==> src/rtl/rayPkg.sv <==
package rayPkg;

  // Signed fixed-point format used for all camera vectors, Q12.12
  localparam int QM = 12;
  localparam int QN = 12;
  localparam int FW = QM + QN;

  // Distance output takes bits 6 down to -9 around the binary point, giving UQ7.9
  localparam int DIST_MSB = 6;
  localparam int DIST_LSB = -9;

  // Texture column width, 64 columns per wall cell
  localparam int TEX_W = 6;

  // The first row ray is deflected by -272 view planes
  // The count is taken from the start of vertical back porch, one row early
  localparam int ADDEND_START = 272;

  // The deflection accumulates whole view planes, scaled back down by this shift
  localparam int ADDEND_SHIFT = 8;

  // Tracer FSM states
  typedef enum logic [2:0] {
    IDLE,
    RECIP_X,
    RECIP_Y,
    PREP,
    STEP,
    TEST,
    DONE
  } tracerState_t;

  // APB register map
  // Map cells follow MAP_BASE, one word per cell, row-major
  typedef enum logic [11:0] {
    ADDR_PLAYER_X = 12'h000,
    ADDR_PLAYER_Y = 12'h004,
    ADDR_FACING_X = 12'h008,
    ADDR_FACING_Y = 12'h00C,
    ADDR_VPLANE_X = 12'h010,
    ADDR_VPLANE_Y = 12'h014,
    MAP_BASE      = 12'h100
  } cfgAddr_t;

endpackage

==> src/rtl/fixedRecip.sv <==
`timescale 1ns/1ns

module fixedRecip import rayPkg::*; (
  input  logic          clk,
  input  logic          i_arstN,
  input  logic          i_start,
  input  logic [FW-1:0] i_data,
  output logic          o_done,
  output logic [FW-1:0] o_data,
  output logic          o_sat
);

  localparam int CW = $clog2(FW + 1);
  localparam logic [FW-1:0] MAX_POS = {1'b0, {(FW-1){1'b1}}};

  logic [FW-1:0] absIn;
  logic [FW-1:0] divSel;
  logic [FW-1:0] divisor;
  logic [FW-1:0] rem;
  logic [FW:0]   trial;
  logic [FW:0]   remNext;
  logic [FW:0]   quot;
  logic [FW:0]   quotNext;
  logic          qBit;
  logic          busy;
  logic          lastIter;
  logic          overflow;
  logic [CW-1:0] count;

  // Magnitude of the operand, the most negative value maps to 2^(FW-1) unsigned
  assign absIn = i_data[FW-1] ? -i_data : i_data;

  // The start cycle already runs the first iteration straight from the input
  assign divSel = i_start ? absIn : divisor;

  // Dividend is 2^(2*QN), a single set bit at position FW
  // It enters on the first iteration, every later iteration shifts in a zero
  assign trial = i_start ? {{FW{1'b0}}, 1'b1} : {rem, 1'b0};
  assign qBit = trial >= {1'b0, divSel};
  assign remNext = qBit ? trial - {1'b0, divSel} : trial;
  assign quotNext = i_start ? {{FW{1'b0}}, qBit} : {quot[FW-1:0], qBit};

  // Last of the FW+1 iterations
  assign lastIter = busy && !i_start && (count == CW'(1));

  // Divide by zero, or a quotient too large for the signed format
  assign overflow = (divisor == '0) || (quotNext[FW:FW-1] != 2'b00);

  always_ff @(posedge clk or negedge i_arstN) begin
    if (!i_arstN) begin
      busy   <= 1'b0;
      count  <= '0;
      o_done <= 1'b0;
      o_sat  <= 1'b0;
      o_data <= '0;
    end else begin
      o_done <= lastIter;
      if (i_start) begin
        // A new start aborts any division in flight
        busy  <= 1'b1;
        count <= CW'(FW);
      end else if (busy) begin
        count <= count - 1'b1;
        if (lastIter) begin
          busy <= 1'b0;
        end
      end
      if (lastIter) begin
        o_data <= overflow ? MAX_POS : quotNext[FW-1:0];
        o_sat  <= overflow;
      end
    end
  end

  // Datapath of the divider
  always_ff @(posedge clk) begin
    if (i_start || busy) begin
      divisor <= divSel;
      rem     <= remNext[FW-1:0];
      quot    <= quotNext;
    end
  end

endmodule

==> src/rtl/tileMap.sv <==
`timescale 1ns/1ns

module tileMap #(
  parameter int MAP_WIDTH_BITS  = 4,
  parameter int MAP_HEIGHT_BITS = 4
) (
  input  logic                       clk,
  input  logic                       i_arstN,
  input  logic                       i_wrEn,
  input  logic [MAP_WIDTH_BITS-1:0]  i_wrCol,
  input  logic [MAP_HEIGHT_BITS-1:0] i_wrRow,
  input  logic                       i_wrBit,
  input  logic [MAP_WIDTH_BITS-1:0]  i_rdCol,
  input  logic [MAP_HEIGHT_BITS-1:0] i_rdRow,
  output logic                       o_rdBit,
  input  logic [MAP_WIDTH_BITS-1:0]  i_traceCol,
  input  logic [MAP_HEIGHT_BITS-1:0] i_traceRow,
  output logic                       o_traceBit
);

  localparam int CELLS = 1 << (MAP_WIDTH_BITS + MAP_HEIGHT_BITS);

  // One bit per cell, set means wall
  // Cell index is the row followed by the column
  logic [CELLS-1:0] cells;

  // An empty map after reset gives the tracer a defined, if endless, walk
  always_ff @(posedge clk or negedge i_arstN) begin
    if (!i_arstN) begin
      cells <= '0;
    end else if (i_wrEn) begin
      cells[{i_wrRow, i_wrCol}] <= i_wrBit;
    end
  end

  // APB readback port
  assign o_rdBit = cells[{i_rdRow, i_rdCol}];

  // Tracer port, read in the same cycle as the cell address
  assign o_traceBit = cells[{i_traceRow, i_traceCol}];

endmodule

==> src/rtl/apbCfgRegs.sv <==
`timescale 1ns/1ns

module apbCfgRegs import rayPkg::*; #(
  parameter int MAP_WIDTH_BITS  = 4,
  parameter int MAP_HEIGHT_BITS = 4
) (
  input  logic                       clk,
  input  logic                       i_arstN,
  input  logic                       i_psel,
  input  logic                       i_penable,
  input  logic                       i_pwrite,
  input  logic [11:0]                i_paddr,
  input  logic [31:0]                i_pwdata,
  output logic [31:0]                o_prdata,
  output logic                       o_pready,
  output logic                       o_pslverr,
  output logic [FW-1:0]              o_playerX,
  output logic [FW-1:0]              o_playerY,
  output logic [FW-1:0]              o_facingX,
  output logic [FW-1:0]              o_facingY,
  output logic [FW-1:0]              o_vplaneX,
  output logic [FW-1:0]              o_vplaneY,
  output logic                       o_mapWrEn,
  output logic [MAP_WIDTH_BITS-1:0]  o_mapCol,
  output logic [MAP_HEIGHT_BITS-1:0] o_mapRow,
  output logic                       o_mapWrBit,
  input  logic                       i_mapRdBit
);

  localparam int CELLS = 1 << (MAP_WIDTH_BITS + MAP_HEIGHT_BITS);

  logic          access;
  logic          regHit;
  logic          mapHit;
  logic [11:0]   mapOffset;
  logic [FW-1:0] rdVec;

  // Zero wait states, every access cycle completes
  assign o_pready = 1'b1;
  assign access = i_psel && i_penable;

  // Map window starts at MAP_BASE, word aligned, one word per cell
  assign mapOffset = i_paddr - MAP_BASE;
  assign mapHit = (i_paddr >= MAP_BASE) && (mapOffset[1:0] == 2'b00) &&
                  (mapOffset[11:2] < CELLS);
  assign o_mapCol = mapOffset[MAP_WIDTH_BITS+1:2];
  assign o_mapRow = mapOffset[MAP_WIDTH_BITS+MAP_HEIGHT_BITS+1:MAP_WIDTH_BITS+2];
  assign o_mapWrBit = i_pwdata[0];
  assign o_mapWrEn = access && i_pwrite && mapHit;

  // Vector register decode and readback select
  always_comb begin
    regHit = 1'b1;
    rdVec  = '0;
    case (i_paddr)
      ADDR_PLAYER_X: rdVec = o_playerX;
      ADDR_PLAYER_Y: rdVec = o_playerY;
      ADDR_FACING_X: rdVec = o_facingX;
      ADDR_FACING_Y: rdVec = o_facingY;
      ADDR_VPLANE_X: rdVec = o_vplaneX;
      ADDR_VPLANE_Y: rdVec = o_vplaneY;
      default:       regHit = 1'b0;
    endcase
  end

  // Vectors read back sign-extended, map cells in bit 0, anything else as zero
  assign o_prdata = regHit ? {{(32-FW){rdVec[FW-1]}}, rdVec} :
                    mapHit ? {31'b0, i_mapRdBit} : 32'b0;
  assign o_pslverr = access && !regHit && !mapHit;

  always_ff @(posedge clk or negedge i_arstN) begin
    if (!i_arstN) begin
      o_playerX <= '0;
      o_playerY <= '0;
      o_facingX <= '0;
      o_facingY <= '0;
      o_vplaneX <= '0;
      o_vplaneY <= '0;
    end else if (access && i_pwrite) begin
      case (i_paddr)
        ADDR_PLAYER_X: o_playerX <= i_pwdata[FW-1:0];
        ADDR_PLAYER_Y: o_playerY <= i_pwdata[FW-1:0];
        ADDR_FACING_X: o_facingX <= i_pwdata[FW-1:0];
        ADDR_FACING_Y: o_facingY <= i_pwdata[FW-1:0];
        ADDR_VPLANE_X: o_vplaneX <= i_pwdata[FW-1:0];
        ADDR_VPLANE_Y: o_vplaneY <= i_pwdata[FW-1:0];
        default: ;
      endcase
    end
  end

endmodule

==> src/rtl/wallTracer.sv <==
`timescale 1ns/1ns

module wallTracer import rayPkg::*; #(
  parameter int MAP_WIDTH_BITS  = 4,
  parameter int MAP_HEIGHT_BITS = 4
) (
  input  logic                       clk,
  input  logic                       i_arstN,
  input  logic                       i_vsync,
  input  logic                       i_hmax,
  input  logic signed [FW-1:0]       i_playerX,
  input  logic signed [FW-1:0]       i_playerY,
  input  logic signed [FW-1:0]       i_facingX,
  input  logic signed [FW-1:0]       i_facingY,
  input  logic signed [FW-1:0]       i_vplaneX,
  input  logic signed [FW-1:0]       i_vplaneY,
  output logic [MAP_WIDTH_BITS-1:0]  o_mapCol,
  output logic [MAP_HEIGHT_BITS-1:0] o_mapRow,
  input  logic                       i_mapVal,
  output logic                       o_recipStart,
  output logic [FW-1:0]              o_recipData,
  input  logic                       i_recipDone,
  input  logic [FW-1:0]              i_recipData,
  input  logic                       i_recipSat,
  output logic                       o_lineReady,
  output logic                       o_resultValid,
  output logic                       o_side,
  output logic [15:0]                o_vdist,
  output logic [TEX_W-1:0]           o_tex
);

  localparam logic [FW-1:0] ONE = FW'(1) << QN;
  localparam logic [FW-1:0] MAX_STEP = {1'b0, {(FW-1){1'b1}}};

  tracerState_t state;
  logic vsyncQ;

  // Camera vectors as copied during vertical blanking
  logic signed [FW-1:0] playerX;
  logic signed [FW-1:0] playerY;
  logic signed [FW-1:0] facingX;
  logic signed [FW-1:0] facingY;
  logic signed [FW-1:0] vplaneX;
  logic signed [FW-1:0] vplaneY;

  // Deflection from the facing vector, accumulating one view plane per row
  logic signed [FW-1:0] rayAddendX;
  logic signed [FW-1:0] rayAddendY;
  logic signed [FW-1:0] rayDirX;
  logic signed [FW-1:0] rayDirY;
  logic rxi;
  logic ryi;

  // Track distances are unsigned so that a huge step added once still compares larger
  logic [FW-1:0] stepDistX;
  logic [FW-1:0] stepDistY;
  logic [FW-1:0] trackDistX;
  logic [FW-1:0] trackDistY;
  logic [FW-1:0] partialX;
  logic [FW-1:0] partialY;
  logic [FW-1:0] recipStep;
  logic [2*FW-1:0] trackInitX;
  logic [2*FW-1:0] trackInitY;

  logic [QM-1:0] mapX;
  logic [QM-1:0] mapY;
  logic side;
  logic needStepX;

  logic [FW-1:0] visualDist;
  logic signed [2*FW-1:0] hitProd;
  logic [FW-1:0] wallPartial;

  assign rayDirX = facingX + (rayAddendX >>> ADDEND_SHIFT);
  assign rayDirY = facingY + (rayAddendY >>> ADDEND_SHIFT);
  assign rxi = rayDirX > 0;
  assign ryi = rayDirY > 0;

  // One divider serves both axes, picked by state
  assign o_recipData = (state == RECIP_Y) ? rayDirY : rayDirX;
  assign recipStep = i_recipSat ? MAX_STEP : i_recipData;

  // Distance to the first gridline, a zero fraction moving down gives zero
  assign partialX = rxi ? ONE - {{QM{1'b0}}, playerX[QN-1:0]} : {{QM{1'b0}}, playerX[QN-1:0]};
  assign partialY = ryi ? ONE - {{QM{1'b0}}, playerY[QN-1:0]} : {{QM{1'b0}}, playerY[QN-1:0]};
  assign trackInitX = stepDistX * partialX;
  assign trackInitY = stepDistY * partialY;

  // Ties step along X
  assign needStepX = trackDistX <= trackDistY;

  assign o_mapCol = mapX[MAP_WIDTH_BITS-1:0];
  assign o_mapRow = mapY[MAP_HEIGHT_BITS-1:0];
  assign o_lineReady = (state == DONE);

  // The last step overshoots by one step distance, so it is taken back off
  assign visualDist = side ? trackDistY - stepDistY : trackDistX - stepDistX;

  // Hit point along the wall uses the ray component of the other axis
  assign hitProd = $signed(visualDist) * (side ? rayDirX : rayDirY);
  assign wallPartial = side ? playerX + hitProd[FW+QN-1:QN] : playerY + hitProd[FW+QN-1:QN];

  always_ff @(posedge clk or negedge i_arstN) begin
    if (!i_arstN) begin
      state         <= IDLE;
      vsyncQ        <= 1'b0;
      o_recipStart  <= 1'b0;
      o_resultValid <= 1'b0;
      o_side        <= 1'b0;
      o_vdist       <= '0;
      o_tex         <= '0;
    end else begin
      vsyncQ        <= i_vsync;
      o_recipStart  <= 1'b0;
      o_resultValid <= 1'b0;
      if (i_vsync) begin
        state <= IDLE;
      end else begin
        case (state)
          // Leave only right after vsync falls, so the vectors are valid
          IDLE: if (vsyncQ) begin
            state        <= RECIP_X;
            o_recipStart <= 1'b1;
          end
          RECIP_X: if (i_recipDone) begin
            state        <= RECIP_Y;
            o_recipStart <= 1'b1;
          end
          RECIP_Y: if (i_recipDone) begin
            state <= PREP;
          end
          PREP: state <= STEP;
          STEP: state <= TEST;
          // Map cell of the last step is read back combinationally here
          TEST: state <= i_mapVal ? DONE : STEP;
          // Hold the finished trace until the row boundary
          DONE: if (i_hmax) begin
            o_side        <= side;
            o_vdist       <= visualDist[QN+DIST_MSB:QN+DIST_LSB];
            o_tex         <= wallPartial[QN-1 -: TEX_W];
            o_resultValid <= 1'b1;
            o_recipStart  <= 1'b1;
            state         <= RECIP_X;
          end
          default: state <= IDLE;
        endcase
      end
    end
  end

  // Ray datapath
  always_ff @(posedge clk) begin
    if (i_vsync) begin
      playerX    <= i_playerX;
      playerY    <= i_playerY;
      facingX    <= i_facingX;
      facingY    <= i_facingY;
      vplaneX    <= i_vplaneX;
      vplaneY    <= i_vplaneY;
      rayAddendX <= FW'(-(i_vplaneX * ADDEND_START));
      rayAddendY <= FW'(-(i_vplaneY * ADDEND_START));
      side       <= 1'b0;
    end else begin
      case (state)
        RECIP_X: if (i_recipDone) stepDistX <= recipStep;
        RECIP_Y: if (i_recipDone) stepDistY <= recipStep;
        PREP: begin
          mapX       <= playerX[FW-1:QN];
          mapY       <= playerY[FW-1:QN];
          trackDistX <= trackInitX[FW+QN-1:QN];
          trackDistY <= trackInitY[FW+QN-1:QN];
        end
        STEP: begin
          if (needStepX) begin
            mapX       <= rxi ? mapX + 1'b1 : mapX - 1'b1;
            trackDistX <= trackDistX + stepDistX;
            side       <= 1'b0;
          end else begin
            mapY       <= ryi ? mapY + 1'b1 : mapY - 1'b1;
            trackDistY <= trackDistY + stepDistY;
            side       <= 1'b1;
          end
        end
        DONE: if (i_hmax) begin
          rayAddendX <= rayAddendX + vplaneX;
          rayAddendY <= rayAddendY + vplaneY;
        end
        default: ;
      endcase
    end
  end

endmodule

==> src/rtl/rayCasterTop.sv <==
`timescale 1ns/1ns

module rayCasterTop import rayPkg::*; #(
  parameter int MAP_WIDTH_BITS  = 4,
  parameter int MAP_HEIGHT_BITS = 4
) (
  input  logic             clk,
  input  logic             i_arstN,
  input  logic             i_psel,
  input  logic             i_penable,
  input  logic             i_pwrite,
  input  logic [11:0]      i_paddr,
  input  logic [31:0]      i_pwdata,
  output logic [31:0]      o_prdata,
  output logic             o_pready,
  output logic             o_pslverr,
  input  logic             i_vsync,
  input  logic             i_hmax,
  output logic             o_lineReady,
  output logic             o_resultValid,
  output logic             o_side,
  output logic [15:0]      o_vdist,
  output logic [TEX_W-1:0] o_tex
);

  logic [FW-1:0] playerX;
  logic [FW-1:0] playerY;
  logic [FW-1:0] facingX;
  logic [FW-1:0] facingY;
  logic [FW-1:0] vplaneX;
  logic [FW-1:0] vplaneY;

  // APB side of the map
  logic                       mapWrEn;
  logic [MAP_WIDTH_BITS-1:0]  mapCol;
  logic [MAP_HEIGHT_BITS-1:0] mapRow;
  logic                       mapWrBit;
  logic                       mapRdBit;

  // Tracer side of the map
  logic [MAP_WIDTH_BITS-1:0]  traceCol;
  logic [MAP_HEIGHT_BITS-1:0] traceRow;
  logic                       traceBit;

  // Shared reciprocal unit
  logic          recipStart;
  logic [FW-1:0] recipOp;
  logic          recipDone;
  logic [FW-1:0] recipRes;
  logic          recipSat;

  apbCfgRegs #(
    .MAP_WIDTH_BITS (MAP_WIDTH_BITS),
    .MAP_HEIGHT_BITS(MAP_HEIGHT_BITS)
  ) uRegs (
    .clk       (clk),
    .i_arstN   (i_arstN),
    .i_psel    (i_psel),
    .i_penable (i_penable),
    .i_pwrite  (i_pwrite),
    .i_paddr   (i_paddr),
    .i_pwdata  (i_pwdata),
    .o_prdata  (o_prdata),
    .o_pready  (o_pready),
    .o_pslverr (o_pslverr),
    .o_playerX (playerX),
    .o_playerY (playerY),
    .o_facingX (facingX),
    .o_facingY (facingY),
    .o_vplaneX (vplaneX),
    .o_vplaneY (vplaneY),
    .o_mapWrEn (mapWrEn),
    .o_mapCol  (mapCol),
    .o_mapRow  (mapRow),
    .o_mapWrBit(mapWrBit),
    .i_mapRdBit(mapRdBit)
  );

  // The APB cell address serves both the write and the readback port
  tileMap #(
    .MAP_WIDTH_BITS (MAP_WIDTH_BITS),
    .MAP_HEIGHT_BITS(MAP_HEIGHT_BITS)
  ) uMap (
    .clk       (clk),
    .i_arstN   (i_arstN),
    .i_wrEn    (mapWrEn),
    .i_wrCol   (mapCol),
    .i_wrRow   (mapRow),
    .i_wrBit   (mapWrBit),
    .i_rdCol   (mapCol),
    .i_rdRow   (mapRow),
    .o_rdBit   (mapRdBit),
    .i_traceCol(traceCol),
    .i_traceRow(traceRow),
    .o_traceBit(traceBit)
  );

  fixedRecip uRecip (
    .clk    (clk),
    .i_arstN(i_arstN),
    .i_start(recipStart),
    .i_data (recipOp),
    .o_done (recipDone),
    .o_data (recipRes),
    .o_sat  (recipSat)
  );

  wallTracer #(
    .MAP_WIDTH_BITS (MAP_WIDTH_BITS),
    .MAP_HEIGHT_BITS(MAP_HEIGHT_BITS)
  ) uTracer (
    .clk          (clk),
    .i_arstN      (i_arstN),
    .i_vsync      (i_vsync),
    .i_hmax       (i_hmax),
    .i_playerX    (playerX),
    .i_playerY    (playerY),
    .i_facingX    (facingX),
    .i_facingY    (facingY),
    .i_vplaneX    (vplaneX),
    .i_vplaneY    (vplaneY),
    .o_mapCol     (traceCol),
    .o_mapRow     (traceRow),
    .i_mapVal     (traceBit),
    .o_recipStart (recipStart),
    .o_recipData  (recipOp),
    .i_recipDone  (recipDone),
    .i_recipData  (recipRes),
    .i_recipSat   (recipSat),
    .o_lineReady  (o_lineReady),
    .o_resultValid(o_resultValid),
    .o_side       (o_side),
    .o_vdist      (o_vdist),
    .o_tex        (o_tex)
  );

endmodule

==> config.mk <==
export PLATFORM = sky130hd
export DESIGN_NAME = rayCasterTop
export DESIGN_NICKNAME = d
export VERILOG_FILES = /design/src/rtl/rayPkg.sv /design/src/rtl/fixedRecip.sv /design/src/rtl/tileMap.sv /design/src/rtl/apbCfgRegs.sv /design/src/rtl/wallTracer.sv /design/src/rtl/rayCasterTop.sv
export SDC_FILE = /design/constraint.sdc
export NUM_CORES = 2
export LEC_CHECK = 0
export BUFFER_PORTS_ARGS = -buffer_cell sky130_fd_sc_hd__clkbuf_2
export CAP_MARGIN = 20
export CORE_ASPECT_RATIO = 1.1
export CORE_MARGIN = 2
export CORE_UTILIZATION = 60
export CTS_BUF_LIST = sky130_fd_sc_hd__clkbuf_2
export DETAILED_ROUTE_END_ITERATION = 12
export GPL_ROUTABILITY_DRIVEN = 0
export GPL_TIMING_DRIVEN = 0
export PLACE_DENSITY = 0.85
export SLEW_MARGIN = 0
export SYNTH_ARGS = -nofsm -noshare
export SYNTH_HDL_FRONTEND = slang
export SYNTH_SLANG_ARGS = --single-unit
==> constraint.sdc <==
create_clock -name clk -period 11.3 [get_ports clk]
set_clock_uncertainty 0.05 [all_clocks]
set_input_delay 1.13 -clock clk [delete_from_list [all_inputs] [get_ports clk]]
set_output_delay 1.13 -clock clk [all_outputs]
set_load 0.02 [all_outputs]
==> summary.md <==
| Metric | Value |
|---|---|
| Critical path fanouts, max | 10 |
| Worst hold path type | in2reg |
| Final HPWL DP | 194200 um |
| Reg with most FFs | uMap.cells |
| I/O Buffers | between 90 and 100 |
| Crit-path slowest cell | fa_1 |
| FMAX | 83.79 MHz |
| Slew @ Worst Pin | 1882 ps |
| Syn nets | 9609 |
| Layout cell share with drive strength beyond 1 | a little under a fifth |
| FP Rows | 140 |
| Vias post-DR | 69280 |
| Violated checks | design-rule violations, max-capacitance violations, max-slew violations, negative setup slack |
| Period utilisation layout | 105.6% |
| CP dominant cell by count | fa_1 |
| Drt total wl | 269300 um |
| Cells after Synth | ~8000 |
| Vias per inst | 6.545 |
| Clock Sinks | 814 |
| Area grow syn2layout | 11.33% |
| Drt first pass iters | 13 |
| Final setup fails | 14 |
| Clk buf depth | 3 |
| Top cells by area, synth | fa_1 17%, dfrtp_1 14%, edfxtp_1 13%, ha_1 12%, mux2_2 6.0% |
| Max reg flops | 256 |
| CTS tree | built |
| Grt total ovfl | 0 |
| Overall global routing resource usage | 38.17% |
| Mean Syn Cell Area | between 9 and 10 um2 |
| DRC Markers | 17 |
| Cell taking the most area after synthesis | fa_1 |
| Clock latency on the worst-skew pair | 1780 ps |
| Detail Route Antenna Nets | 0 |
| Count of cell types in the netlist | 106 |
| Yosys Warn Count | 0 |
| CP Data Required Time | around 13000 ps |
| Startpoint Class | register |
| Largest net degree at the start of global routing | 114 |
| Non-filler cells, final | 10590 |
| H-tree levels | 4 |
| Critical path type | reg2reg |
| Vias in the first global route | 70460 |
| HP Start | i_paddr[7] |
| Placement-stage cell area | 83780 um2 |
| DIE AREA | 137200 um2 |
| Yosys reg bits | slightly above 800 |
| CTS buffer count | 203 |
| Post-layout nets | 10130 |
| Hold Slack | 280.8 ps |
| Post-route cell area | 89640 um2 |
| Starting Density | 60.65% |
| Worst Setup SP | uTracer.stepDistX[8]$_DFFE_PP_ |
| Antenna violations before repair | 16 |
| IO Pins | 110 |
| Placed Cells | 10020 |
| Initial DRC count | roughly 10000 |
| Count leader, synth | inv_1 |
| DIE WIDTH | 353.3 um |
| Root cell of the clock tree | clkbuf_2 |
| FILL cells | between 9000 and 10000 |
| Top-area cell type share of the netlist area | 17.45% |
| Register area share after synthesis | 27.48% |
| Setup ws final | -635.1 ps |
| Fin crit period | 11940 ps |
| Max_cap viols | 1 |
| Core footprint | between 100000 and 150000 um2 |
| Post-Synthesis Cell Area | 80520 um2 |
| Critical Path End Type | register |
| Clk pin slew, worst setup/hold paths | between 100 and 150 ps |
| First-pass GRT wire length | 400200 um |
| Final Hold Vio Count | 0 |
| Worst slack, placed | -2630 ps |
| Avg WL per Cell | 25.44 um |
| Crit path DAT | 13520 ps |
| Relative slew slack | -26.78% |
| Worst reg2reg path startpoint | uTracer.stepDistX[8]$_DFFE_PP_ |
| Max-slew violation count | 4 |
| Synth cell count leaders | 1164 x inv_1, 781 x nor2_1, 777 x nand2_1 |
| Die span in y | 388.2 um |
| Status | finished, violations left |
| EDFF count, synth | about 350 |
| RSZ-0062 raised after global routing | yes |
| Largest stage delay, worst path | 680 ps |
| Async S/R FF share, synth | between 50 and 60% |
| Ys flop type | dfrtp_1 |
[timing repair]
action	in CTS	in global routing
cloned	1	0
hold buffers	28	0
hold endpoints to repair	287	0
gates resized for setup	327	210
setup endpoints to repair	52	40
setup buffers	98	61
pin swaps	59	87
[worst max-delay path: cells and delay by family (launching register included)]
kind	cells	cell delay, ps
mux	1	270
flops	1	500
fa+ha+maj	10	4200
simple gates	7	1810
compound gates	9	1940
buf+inv	8	1350
xor+xnor	7	1790
[routing by layer]
layer	vias up	global-route usage (%)	share of wire [%]	wire [um]
li1	28180	-	-	-
met1	32980	43.43	31	84020
met2	6038	57.76	43	117100
met3	2070	13.84	15	39810
met4	18	31.34	10	28100
met5	-	0.1404	0.087	235
[cells in the final DEF (no fill, tap or decap), types with 219 or more instances in the layout]
cell      netlist  routed
dfrtp_1       461     461
edfxtp_1      352     352
mux2_2        428     427
inv_1        1164    1156
fa_1          702     695
nor2_1        781     771
clkbuf_2        0     436
o21ai_0       243     230
ha_1          741     713
a21oi_1       242     219
nand2_1       777     770
clkbuf_1      315     229
[area by class of cell]
| class | count | area [um2] | share of cell area, % |
|---|---|---|---|
| multi-input cells | 5744 | 54300 | 60.57 |
| diodes | 16 | 40.04 | 0.04466 |
| clock buffers | 319 | 1597 | 1.781 |
| well taps | 1775 | 2221 | 2.477 |
| clock inverters | 48 | 387.9 | 0.4327 |
| plain buffers | 366 | 1851 | 2.064 |
| repair buffers | 321 | 2649 | 2.955 |
| inverters | 1181 | 4466 | 4.981 |
| repair inverters | 1 | 5.005 | 0.005583 |
| flip-flops and latches | 814 | 22130 | 24.68 |
[stage by stage]
| stage | utilization, % | TNS [ps] |
|---|---|---|
| 2_1_floorplan | - | 0 |
| 3_5_place_dp | 63.10 | -55150 |
| 6_report | 67.52 | -3029 |
| 5_1_grt | 67.50 | -7331 |
| 3_3_place_gp | 62.68 | -650910 |
| 4_1_cts | 66.43 | -18.44 |
[cell families (layout without fill, tap and decap cells)]
logic type	Yosys count	after routing	synth area share, %
simple gates	2276	2276	12.64
buf+inv	1557	2236	7.328
fa+ha+maj	1443	1443	28.97
compound gates	1026	1026	8.338
flops	814	814	27.48
mux	628	628	11.10
xor+xnor	370	370	4.153
other cells	1	17	0.004657
[final timing paths]
kind	to	slack, ps	depth (start not counted)
max	uTracer.o_tex[5]$_DFFE_PN0P_	-640	42
min	uMap.cells[192]$_DFFE_PN0P_	280	6
max in group asynchronous	uRegs.o_facingX[3]$_DFFE_PN0P_	8880	6
min reg2reg	uTracer.stepDistY[3]$_DFFE_PP_	410	1
min in group asynchronous	uMap.cells[134]$_DFFE_PN0P_	420	4
max reg2reg	uTracer.o_tex[5]$_DFFE_PN0P_	-640	42
Power is not shown: default switching activity piles up to over one toggle a cycle in this logic, so the estimate is an artifact.
